<file path="config.mk">
export PLATFORM = sky130hd
export DESIGN_NAME = pe_cluster_top
export DESIGN_NICKNAME = d
export VERILOG_FILES = /design/src/hw/cluster_cfg_pkg.sv /design/src/hw/pe_word_pkg.sv /design/src/hw/pe_cluster_top.sv /design/src/hw/pe_wrapper.sv /design/src/hw/pe_sequencer.sv /design/src/hw/pe_latency_timer.sv /design/src/hw/pe_alu.sv /design/src/hw/stream_switch.sv
export SDC_FILE = /design/constraint.sdc
export NUM_CORES = 2
export LEC_CHECK = 0
export BUFFER_PORTS_ARGS = -buffer_cell sky130_fd_sc_hd__buf_2
export CORE_ASPECT_RATIO = 0.8
export CORE_UTILIZATION = 60
export DETAILED_ROUTE_END_ITERATION = 10
export PLACE_DENSITY = 0.77
export RECOVER_POWER = 50
export REMOVE_ABC_BUFFERS = 1
export SYNTH_ARGS = -nofsm -noshare
export SYNTH_HDL_FRONTEND = slang
export SYNTH_SLANG_ARGS = --single-unit
</file>
<file path="constraint.sdc">
create_clock -name CLK -period 10.8 [get_ports CLK]
set_input_delay 2.16 -clock CLK [delete_from_list [all_inputs] [get_ports CLK]]
set_output_delay 2.16 -clock CLK [all_outputs]
set_load 0.01 [all_outputs]
</file>
<file path="src/hw/cluster_cfg_pkg.sv">
`default_nettype none

// sizes shared by the whole cluster
package cluster_cfg_pkg;

    // word width on every stream link
    // pe_word_pkg sizes its union from this, so it stays at 32
    localparam int DATAW = 32;

    // default element count
    // the top level can override it
    localparam int DEF_NUM_PE = 4;

    // default tdest width
    // must hold NUM_PE, the host port index
    localparam int DEF_DESTW = 3;

endpackage

`default_nettype wire
</file>
<file path="src/hw/pe_word_pkg.sv">
`default_nettype none

// how a processing element reads a stream word
package pe_word_pkg;

    // operation codes, top two bits of the word
    typedef enum logic [1:0] {
        OP_ADD  = 2'd0,
        OP_XOR  = 2'd1,
        OP_MUL  = 2'd2,
        OP_PASS = 2'd3
    } pe_op_e;

    // field view, msb first
    typedef struct packed {
        pe_op_e      op;
        logic [3:0]  hops;
        logic [9:0]  imm;
        logic [15:0] value;
    } pe_cmd_t;

    // switch moves raw, element decodes cmd
    typedef union packed {
        logic [cluster_cfg_pkg::DATAW-1:0] raw;
        pe_cmd_t                           cmd;
    } stream_word_u;

    // cycles from input transfer to result, indexed by op
    localparam int unsigned OP_LATENCY [4] = '{1, 1, 4, 1};

endpackage

`default_nettype wire

</file>
<file path="src/hw/pe_cluster_top.sv">
`timescale 1ns/1ps
`default_nettype none

module pe_cluster_top #(
    parameter int NUM_PE = cluster_cfg_pkg::DEF_NUM_PE,
    parameter int DESTW  = cluster_cfg_pkg::DEF_DESTW
) (
    input  wire logic                                   CLK,
    input  wire logic                                   rst_n,

    // host in, switch port NUM_PE
    input  wire logic                                   s_tvalid,
    input  wire logic [cluster_cfg_pkg::DATAW-1:0]      s_tdata,
    input  wire logic [DESTW-1:0]                       s_tdest,
    output logic                                        s_tready,

    // result destination of each element
    input  wire logic [NUM_PE-1:0][DESTW-1:0]           pe_route,

    // host out, switch port NUM_PE
    output logic                                        m_tvalid,
    output logic      [cluster_cfg_pkg::DATAW-1:0]      m_tdata,
    input  wire logic                                   m_tready
);

    logic [NUM_PE:0]                              sw_in_tvalid;
    logic [NUM_PE:0][cluster_cfg_pkg::DATAW-1:0]  sw_in_tdata;
    logic [NUM_PE:0][DESTW-1:0]                   sw_in_tdest;
    logic [NUM_PE:0]                              sw_in_tready;
    logic [NUM_PE:0]                              sw_out_tvalid;
    logic [NUM_PE:0][cluster_cfg_pkg::DATAW-1:0]  sw_out_tdata;
    logic [NUM_PE:0]                              sw_out_tready;

    // host takes the last port on both sides
    assign sw_in_tvalid[NUM_PE]  = s_tvalid;
    assign sw_in_tdata[NUM_PE]   = s_tdata;
    assign sw_in_tdest[NUM_PE]   = s_tdest;
    assign s_tready              = sw_in_tready[NUM_PE];
    assign m_tvalid              = sw_out_tvalid[NUM_PE];
    assign m_tdata               = sw_out_tdata[NUM_PE];
    assign sw_out_tready[NUM_PE] = m_tready;

    stream_switch #(
        .NUM_PE (NUM_PE),
        .DESTW  (DESTW)
    ) i_switch (
        .CLK        (CLK),
        .rst_n      (rst_n),
        .in_tvalid  (sw_in_tvalid),
        .in_tdata   (sw_in_tdata),
        .in_tdest   (sw_in_tdest),
        .in_tready  (sw_in_tready),
        .out_tvalid (sw_out_tvalid),
        .out_tdata  (sw_out_tdata),
        .out_tready (sw_out_tready)
    );

    // element k sits between switch output k and input k
    for (genvar k = 0; k < NUM_PE; k++) begin : g_pe
        assign sw_in_tdest[k] = pe_route[k];

        pe_wrapper i_pe (
            .CLK        (CLK),
            .rst_n      (rst_n),
            .in_tvalid  (sw_out_tvalid[k]),
            .in_tdata   (sw_out_tdata[k]),
            .in_tready  (sw_out_tready[k]),
            .out_tvalid (sw_in_tvalid[k]),
            .out_tdata  (sw_in_tdata[k]),
            .out_tready (sw_in_tready[k])
        );
    end

endmodule

`default_nettype wire

</file>
<file path="src/hw/pe_wrapper.sv">
`timescale 1ns/1ps
`default_nettype none

module pe_wrapper (
    input  wire logic                       CLK,
    input  wire logic                       rst_n,

    // from the switch
    input  wire logic                       in_tvalid,
    input  wire pe_word_pkg::stream_word_u  in_tdata,
    output logic                            in_tready,

    // back into the switch
    output logic                            out_tvalid,
    output pe_word_pkg::stream_word_u       out_tdata,
    input  wire logic                       out_tready
);

    logic                 load;
    logic                 start;
    logic                 finish;
    logic                 done;
    // alu op straight into the timer
    pe_word_pkg::pe_op_e  op;

    pe_sequencer i_seq (
        .CLK        (CLK),
        .rst_n      (rst_n),
        .in_tvalid  (in_tvalid),
        .done       (done),
        .out_tready (out_tready),
        .in_tready  (in_tready),
        .load       (load),
        .start      (start),
        .finish     (finish),
        .out_tvalid (out_tvalid)
    );

    pe_latency_timer i_timer (
        .CLK   (CLK),
        .rst_n (rst_n),
        .start (start),
        .op    (op),
        .done  (done)
    );

    pe_alu i_alu (
        .CLK       (CLK),
        .rst_n     (rst_n),
        .load      (load),
        .in_tdata  (in_tdata),
        .finish    (finish),
        .op        (op),
        .out_tdata (out_tdata)
    );

endmodule

`default_nettype wire

</file>
<file path="src/hw/pe_sequencer.sv">
`timescale 1ns/1ps
`default_nettype none

module pe_sequencer (
    input  wire logic  CLK,
    input  wire logic  rst_n,
    input  wire logic  in_tvalid,
    input  wire logic  done,
    input  wire logic  out_tready,
    output logic       in_tready,
    output logic       load,
    output logic       start,
    output logic       finish,
    output logic       out_tvalid
);

    // state encodings
    localparam logic [1:0] ST_IDLE = 2'd0;
    localparam logic [1:0] ST_BUSY = 2'd1;
    localparam logic [1:0] ST_HOLD = 2'd2;

    logic [1:0] state;

    // accept only while empty
    assign in_tready  = (state == ST_IDLE);
    assign load       = in_tready && in_tvalid;
    // timer starts with the capture
    assign start      = load;
    // result written back as the timer expires
    assign finish     = (state == ST_BUSY) && done;
    assign out_tvalid = (state == ST_HOLD);

    always_ff @(posedge CLK or negedge rst_n) begin
        if (!rst_n) begin
            state <= ST_IDLE;
        end else begin
            case (state)
                ST_IDLE: begin
                    if (load) begin
                        state <= ST_BUSY;
                    end
                end
                ST_BUSY: begin
                    if (finish) begin
                        state <= ST_HOLD;
                    end
                end
                ST_HOLD: begin
                    // idle again after the output transfer
                    if (out_tready) begin
                        state <= ST_IDLE;
                    end
                end
                default: begin
                    state <= ST_IDLE;
                end
            endcase
        end
    end

endmodule

`default_nettype wire

</file>
<file path="src/hw/pe_latency_timer.sv">
`timescale 1ns/1ps
`default_nettype none

module pe_latency_timer (
    input  wire logic                 CLK,
    input  wire logic                 rst_n,
    input  wire logic                 start,
    input  wire pe_word_pkg::pe_op_e  op,
    output logic                      done
);

    // enough for the longest op
    localparam int CNT_W = 3;

    logic [CNT_W-1:0] cnt;
    logic             running;

    // fires on the last cycle of the op
    assign done = running && (cnt == '0);

    always_ff @(posedge CLK or negedge rst_n) begin
        if (!rst_n) begin
            cnt     <= '0;
            running <= 1'b0;
        end else if (start) begin
            // minus one, done itself is the last cycle
            cnt     <= CNT_W'(pe_word_pkg::OP_LATENCY[op] - 1);
            running <= 1'b1;
        end else if (done) begin
            running <= 1'b0;
        end else if (running) begin
            cnt <= cnt - CNT_W'(1);
        end
    end

endmodule

`default_nettype wire

</file>
<file path="src/hw/pe_alu.sv">
`timescale 1ns/1ps
`default_nettype none

module pe_alu (
    input  wire logic                       CLK,
    input  wire logic                       rst_n,
    input  wire logic                       load,
    input  wire pe_word_pkg::stream_word_u  in_tdata,
    input  wire logic                       finish,
    output pe_word_pkg::pe_op_e             op,
    output pe_word_pkg::stream_word_u       out_tdata
);

    // imm widened to the value width
    logic [15:0] imm_ext;
    // new value for the held word
    logic [15:0] result;

    // incoming op on the capture cycle so the timer sees it at once
    assign op = load ? in_tdata.cmd.op : out_tdata.cmd.op;

    assign imm_ext = {6'd0, out_tdata.cmd.imm};

    always_comb begin
        case (out_tdata.cmd.op)
            pe_word_pkg::OP_ADD:  result = out_tdata.cmd.value + imm_ext;
            pe_word_pkg::OP_XOR:  result = out_tdata.cmd.value ^ imm_ext;
            // low half of the product only
            pe_word_pkg::OP_MUL:  result = out_tdata.cmd.value * imm_ext;
            default:              result = out_tdata.cmd.value;
        endcase
    end

    // held word, result written back in place
    always_ff @(posedge CLK or negedge rst_n) begin
        if (!rst_n) begin
            out_tdata <= '0;
        end else if (load) begin
            out_tdata <= in_tdata;
        end else if (finish) begin
            // op and imm are kept
            out_tdata.cmd.value <= result;
            out_tdata.cmd.hops  <= out_tdata.cmd.hops + 4'd1;
        end
    end

endmodule

`default_nettype wire

</file>
<file path="src/hw/stream_switch.sv">
`timescale 1ns/1ps
`default_nettype none

module stream_switch #(
    parameter int NUM_PE = 4,
    parameter int DESTW  = 3
) (
    input  wire logic                                             CLK,
    input  wire logic                                             rst_n,

    // sources, index NUM_PE is the host
    input  wire logic [NUM_PE:0]                                  in_tvalid,
    input  wire logic [NUM_PE:0][cluster_cfg_pkg::DATAW-1:0]      in_tdata,
    input  wire logic [NUM_PE:0][DESTW-1:0]                       in_tdest,
    output logic      [NUM_PE:0]                                  in_tready,

    // sinks, one register each
    output logic      [NUM_PE:0]                                  out_tvalid,
    output logic      [NUM_PE:0][cluster_cfg_pkg::DATAW-1:0]      out_tdata,
    input  wire logic [NUM_PE:0]                                  out_tready
);

    localparam int NP   = NUM_PE + 1;
    localparam int IDXW = (NP > 1) ? $clog2(NP) : 1;

    // request matrix, [output][input]
    logic [NP-1:0][NP-1:0]   req;
    // one-hot grant per output
    logic [NP-1:0][NP-1:0]   gnt;
    logic [NP-1:0][IDXW-1:0] gnt_idx;
    logic [NP-1:0]           gnt_any;
    // round-robin start point per output
    logic [NP-1:0][IDXW-1:0] rr_ptr;
    // register empty or draining this cycle
    logic [NP-1:0]           can_load;

    assign can_load = ~out_tvalid | out_tready;

    // decode destinations into per-output requests
    always_comb begin
        for (int o = 0; o < NP; o++) begin
            for (int i = 0; i < NP; i++) begin
                req[o][i] = in_tvalid[i] && (in_tdest[i] == DESTW'(o));
            end
        end
    end

    // arbiter: first requester at or after the pointer wins
    always_comb begin
        int idx;
        for (int o = 0; o < NP; o++) begin
            gnt[o]     = '0;
            gnt_idx[o] = '0;
            gnt_any[o] = 1'b0;
            for (int off = 0; off < NP; off++) begin
                idx = int'(rr_ptr[o]) + off;
                // wrap around the port count
                if (idx >= NP) begin
                    idx = idx - NP;
                end
                if (!gnt_any[o] && req[o][idx]) begin
                    gnt_any[o] = 1'b1;
                    gnt_idx[o] = IDXW'(idx);
                end
            end
            gnt[o][gnt_idx[o]] = gnt_any[o];
        end
    end

    // ready only from the output that granted this input
    always_comb begin
        for (int i = 0; i < NP; i++) begin
            in_tready[i] = 1'b0;
            for (int o = 0; o < NP; o++) begin
                in_tready[i] = in_tready[i] | (gnt[o][i] & can_load[o]);
            end
        end
    end

    // output valids and pointers
    always_ff @(posedge CLK or negedge rst_n) begin
        if (!rst_n) begin
            out_tvalid <= '0;
            rr_ptr     <= '0;
        end else begin
            for (int o = 0; o < NP; o++) begin
                if (can_load[o]) begin
                    // empties when nothing is granted
                    out_tvalid[o] <= gnt_any[o];
                    if (gnt_any[o]) begin
                        // winner goes to the back
                        if (int'(gnt_idx[o]) == NP - 1) begin
                            rr_ptr[o] <= '0;
                        end else begin
                            rr_ptr[o] <= gnt_idx[o] + IDXW'(1);
                        end
                    end
                end
            end
        end
    end

    // payload, loaded with the granted word
    always_ff @(posedge CLK) begin
        for (int o = 0; o < NP; o++) begin
            if (can_load[o] && gnt_any[o]) begin
                out_tdata[o] <= in_tdata[gnt_idx[o]];
            end
        end
    end

endmodule

`default_nettype wire

</file>
Word level (Yosys, flattened, before mapping)

Cells that the tools add are included.

Output and inout port bits: 34
Word-level logic and storage cells: 678
Bits in writable memories: 0
Memory bits (read-only): 0
Register bits after elaboration: 332
Memories kept: 0
Latch bits: 0
Input bits: 51

Bitwise gates (word level): 60
Reduce and logical (&&, ||, !) cells: 137
Multiply operators: 4
Div/mod/pow operators: 0
$lt $le $gt $ge: 64
Add/sub/neg operators: 66
Shift operators: 0
Mux-type cells: 247
Equality and inequality tests: 57

Operator list:

| operator              | number |
|---|---|
| $mux 32               | 30 |
| $lt 32x5->1 const B   | 25 |
| $ge 32x4->1 const B   | 20 |
| $sub 32x4->32 const B | 20 |
| $bmux 32 s3           | 5 |
| $bmux 32 s2           | 4 |
| $pmux 16 s3           | 4 |
| $mux 3                | 50 |
| $mux 16               | 8 |
| $mux 1                | 88 |
| $bmux 1 s3            | 25 |
| $logic_and 1x1->1     | 67 |
| $add 16x10->16        | 4 |
| $mul 16x10->16        | 4 |
| $xor 16x10->16        | 4 |
| $add 3x2->4 const B   | 10 |
| $mux 2                | 16 |
| $mux 4                | 8 |
| $eq 3x2->1 const B    | 10 |
| $eq 3x3->1 const B    | 10 |
| $ge 3x3->1 const B    | 9 |
| $logic_not 3->1       | 9 |
| $reduce_and 2->1      | 13 |
| $and 1x1->1           | 25 |
| 25 further kinds      | 167 |

Depth between registers and ports, before layout

Word-level depth: 30
Gate-level depth with buffers: 22
Mapped depth without buffers: 21

Cells and area by module

Synthesis repeated with hierarchy kept, for this count alone.

Cell total of the unflattened synthesis: 4524
Area total of the unflattened synthesis: 40924.2 um2

By module, submodules not included:

| module                           | times used | seq. area each (um2) | cells an instance | area each (um2) |
|---|---|---|---|---|
| stream_switch                    | 1          | 5305.1               | 1878              | 17874.6 |
| pe_alu at g_pe[2].i_pe.i_alu ... | 2          | 800.8                | 634               | 5426.5 |
| pe_alu at g_pe[0].i_pe.i_alu     | 1          | 800.8                | 627               | 5516.5 |
| pe_alu at g_pe[1].i_pe.i_alu     | 1          | 800.8                | 623               | 5323.9 |
| pe_latency_timer                 | 4          | 100.1                | 21                | 231.5 |
| pe_sequencer                     | 4          | 50.0                 | 11                | 107.6 |

Least setup slack after synthesis

OpenSTA, ideal clock, no wires.

Path kind: input -> output
Start: input s_tdest[1]
End: output s_tready
Slack: 2.361 ns
Stages: 7
Path buffers: 0
Arrival time: 6.279 ns
Required time: 8.640 ns
Cells stage by stage: or4b_1 or4b_2 a2bb2oi_1 nor3_1 a21boi_1 nand2b_1 o221ai_1

Word-level cells in the longest chain between the ends: 28
Elaborated cells on any way between the ends: 214
Those cells by class: 10 x order compare; 4 x eq/ne; 135 x mux; 14 x bitwise; 51 x reduce/logical

Ends and longest elaborated chain:

| item                                                                  | line                 | RTL |
|---|---|---|
| start: declaration                                                    | pe_cluster_top.sv:14 | `input wire logic [DESTW-1:0] s_tdest,` |
| $eq 3x1->1 / $logic_not 3->1 (equally long branches)                  | stream_switch.sv:43  | `req[o][i] = in_tvalid[i] && (in_tdest[i] == DESTW'(o));` |
| $logic_and 1x1->1                                                     | stream_switch.sv:43  |  |
| $bmux 1 s3                                                            | stream_switch.sv:61  | `if (!gnt_any[o] && req[o][idx]) begin` |
| $mux 1 (not written as such) (2 in a row)                             | stream_switch.sv:61  |  |
| $mux 1                                                                | stream_switch.sv:61  |  |
| $logic_not 1->1                                                       | stream_switch.sv:61  |  |
| $logic_and 1x1->1                                                     | stream_switch.sv:61  |  |
| $mux 1                                                                | stream_switch.sv:61  |  |
| (+9 left out)                                                         | --                   |  |
| $lt 3x4->1 (not written as such) / $ge 3x1->1 (equally long branches) | stream_switch.sv:66  | `gnt[o][gnt_idx[o]] = gnt_any[o];` |
| $logic_and 1x1->1 (not written as such)                               | stream_switch.sv:66  |  |
| $mux 1 (not written as such)                                          | stream_switch.sv:66  |  |
| $demux 1 s3                                                           | --                   |  |
| $and 5x5->5 (no source line)                                          | --                   |  |
| $and 1x1->1                                                           | stream_switch.sv:75  | `in_tready[i] = in_tready[i] \| (gnt[o][i] & can_load[o]);` |
| $or 1x1->1 (3 in a row)                                               | stream_switch.sv:75  |  |
| $or 1x1->1 (*)                                                        | stream_switch.sv:75  |  |
| end: declaration                                                      | pe_cluster_top.sv:15 | `output logic s_tready,` |

Every way passes the cells marked *; elsewhere a longest branch is shown, timed or not. The select of a mux whose other input is x is not followed.

Worst setup path after layout

Start: input s_tdest[0]
End: output s_tready

Same word-level chain as after synthesis.

==> key figures <==
Timing
  – Setup WS post-layout: 1340 ps
  – Final Hold Viols: 0
  – Setup tns final: 0 ps
  – Tcrit/Tclk final: 87.6%
  – Final setup viols: 0
  – Minimum hold slack: 433 ps
  – RSZ-0062 raised after global routing: no
  – Final slew viol count: 406
  – Relative slew slack: -180%
  – Worst Tran Pin Value: 4200 ps
  – Period minus WS final: 9460 ps
  – Clk_skew: 36.6 ps
  – Maximum clock frequency: 106 MHz

Synth
  – Syn Inst Count: 4488
  – Post-Syn Area: 38900 µm²
  – Distinct cells, synth: 100
  – Share of the yosys chip area belonging to registers: 23.4%
  – Most used DFF post-synth: dfrtp_1
  – Top cells by area, synth: fa_1 15%, edfxtp_1 12%, dfrtp_1 11%
  – Post-synthesis async set-or-reset flop share: 51.8%
  – Post-synth top area share: 14.9%
  – Mapped Avg Cell Area: 8.66 µm²
  – Number of enable flip-flop cells after synthesis: 160
  – Most numerous cell in the Yosys netlist: nand2_1
  – Commonest cells in the netlist: 683 x nand2_1, 496 x inv_1, 321 x mux2i_1
  – Post-synth top area cell: fa_1
  – Syn. warnings: 0
  – Seq cells post-synth: 332

GRT
  – Largest net degree at the start of global routing: 72
  – First-pass GRT wire length: 192000 µm
  – Vias in the first global route: 32946
  – Global route overflow: 0
  – Initial antenna violation count: 12
  – Gr usage total: 37.5%

Detailed routing
  – Antenna-violating nets left: 0
  – Vias: 34219
  – Iteration count of the initial detailed-routing pass: 9
  – DRC viols: 0
  – Vias per Instance: 6.53
  – Final WL: 123000 µm
  – Iter 0 DRT Violations: 4821
  – Avg WL per Cell: 23.5 µm

Finish
  – Fin util: 63.4%
  – Layout Nets: 4928
  – Layout filler cell count: 5396
  – Layout cells sized above 1: 5.18%
  – Multi-input gate area: 26800 µm²
  – Area added between synthesis and finish: 4.49%
  – Register area: 9110 µm²

Worst setup path
  – Arrival @ worst endpoint: 7300 ps
  – Crit end category: primary output
  – RR Startpoint: i_switch.rr_ptr[0]
  – Reg2Reg Depth: 14
  – R2R Path End: i_switch.out_tdata[17]
  – CP Class: input port to primary output
  – CP max FO: 41
  – R2r setup slk: 4490 ps
  – Critical Path End: s_tready
  – CP Launch Type: input port
  – Setup crit start: s_tdest[0]
  – Critical path data required time: 8640 ps

Floorplan
  – Width of the die: 287 µm
  – Standard cell core area: 64100 µm²
  – FP Rows: 83
  – Die ar.: 65800 µm²
  – Starting Density: 60.7%
  – Die height: 230 µm
  – IO Pins: 85

Flow run
  – Max-Cap Viols: 8

Clocking
  – Post-CTS Setup Inserts: 0
  – Deepest clock path buffer count: 3
  – Later-pin clock latency in the skew report: 560 ps
  – CTS tree: yes
  – H-tree lvl count: 2
  – Clock transition at path regs: 60 ps
  – Resize count post-CTS: 0
  – CTS Buf Count: 35
  – Num Clock Sinks: 332
  – Root Buffer: clkbuf_16
  – Hold_buf cts: 0

Placed design
  – Post-Place Worst Slack: 2790 ps
  – Final GP Congestion: 0.959
  – Detailed Place HPWL: 87600 µm
  – IO buf count: 84

Outcome
  – Violated checks: max-capacitance violations, max-slew violations
  – Status: complete, but fails checks

Worst hold path
  – Hold Crit Class: flip-flop to flip-flop
## worst max-delay path: stages
cell and delay [ps]:
clkbuf_1 120, nand4bb_1 610, or4_1 730, and3_1 250, and2_0 240, a21oi_4 140
clkbuf_1 2100, a222oi_1 460, o221ai_1 250, buf_2 200
## metal layers
layer  part of all wire (%)  vias to the layer above  global-route usage, %  routed length [µm]
li1                       -                    15088                      -                   -
met1                     39                    16568                   51.9               48500
met2                     43                     2133                   56.1               53100
met3                     12                      424                   8.39               15100
met4                    5.2                        6                   16.5                6360
met5                  0.031                        -                      0                  38
## metrics by stage
| step | cells | instance area, µm² |
|---|---|---|
| finish | 5244 | 40600 |
| detailed placement | 5171 | 39600 |
| floorplan | 4195 | 37600 |
| global placement | 5171 | 39600 |
| global route | 5239 | 40600 |
| CTS | 5235 | 40700 |
## registers in the layout, summed over array words and instances (netlist names)
name,cells
i_switch.out_tvalid,5
g_pe.i_pe.i_seq.state,8
g_pe.i_pe.i_alu.out_tdata,128
g_pe.i_pe.i_timer.cnt,12
g_pe.i_pe.i_timer.running,4
i_switch.rr_ptr,15
i_switch.out_tdata,160
## cell families (layout without fill, tap and decap cells)
kind of cell | Yosys count | count (layout) | synth area share (%)
buf+inv | 790 | 687 | 7.95
simple gates | 1390 | 1390 | 17.0
mux | 369 | 369 | 9.80
xor+xnor | 178 | 178 | 4.01
compound gates | 910 | 910 | 15.5
flops | 332 | 332 | 23.4
fa+ha+maj | 519 | 519 | 22.3
other cells | 0 | 9 | 0
## layout make-up
| type | count | share of cell area, % |
|---|---|---|
| well taps | 850 | 2.62 |
| clock buffers | 48 | 2.35 |
| multi-input cells | 3366 | 66.0 |
| repair buffers | 126 | 1.64 |
| flip-flops and latches | 332 | 22.4 |
| clock inverters | 16 | 0.299 |
| inverters | 497 | 4.59 |
| diodes | 9 | 0.0554 |
## how the worst min path moves through the flow
stage | start | end | slack [ps] | cells after the start
floorplan | i_switch.out_tdata[16] | g_pe[0].i_pe.i_alu.out_tdata[16] | 410 | 2
global placement | i_switch.out_tdata[80] | g_pe[2].i_pe.i_alu.out_tdata[16] | 420 | 2
detailed placement | i_switch.out_tdata[112] | g_pe[3].i_pe.i_alu.out_tdata[16] | 420 | 2
CTS | i_switch.out_tdata[16] | g_pe[0].i_pe.i_alu.out_tdata[16] | 440 | 2
global route | i_switch.out_tdata[121] | g_pe[3].i_pe.i_alu.out_tdata[25] | 460 | 2
finish | i_switch.out_tdata[16] | g_pe[0].i_pe.i_alu.out_tdata[16] | 430 | 2
## placed cells by master (no fill, tap or decap), drive strengths merged, types with 12 or more instances in the layout
master and count:
edfxtp 160, ha 230, fa 289, nor3 58
or3 20, xnor2 137, nand2b 38, xor2 41
nand3b 15, nor2 182, a31oi 17, nor3b 17
dfrtp 172, nand2 683, a21boi 17, o31ai 20
a22oi 82, o21a 48, a211oi 23, and2 194
nor2b 35, o221ai 100, a21oi 180, mux2i 321
clkinv 12, o21ai 246, and3 31, mux2 43
o211ai 27, buf 84, clkbuf 90, a21o 21
nand3 41, inv 500, nand4 16, o22ai 23
Power is not shown: default switching activity piles up to over one toggle a cycle in this logic, so the estimate is an artifact.
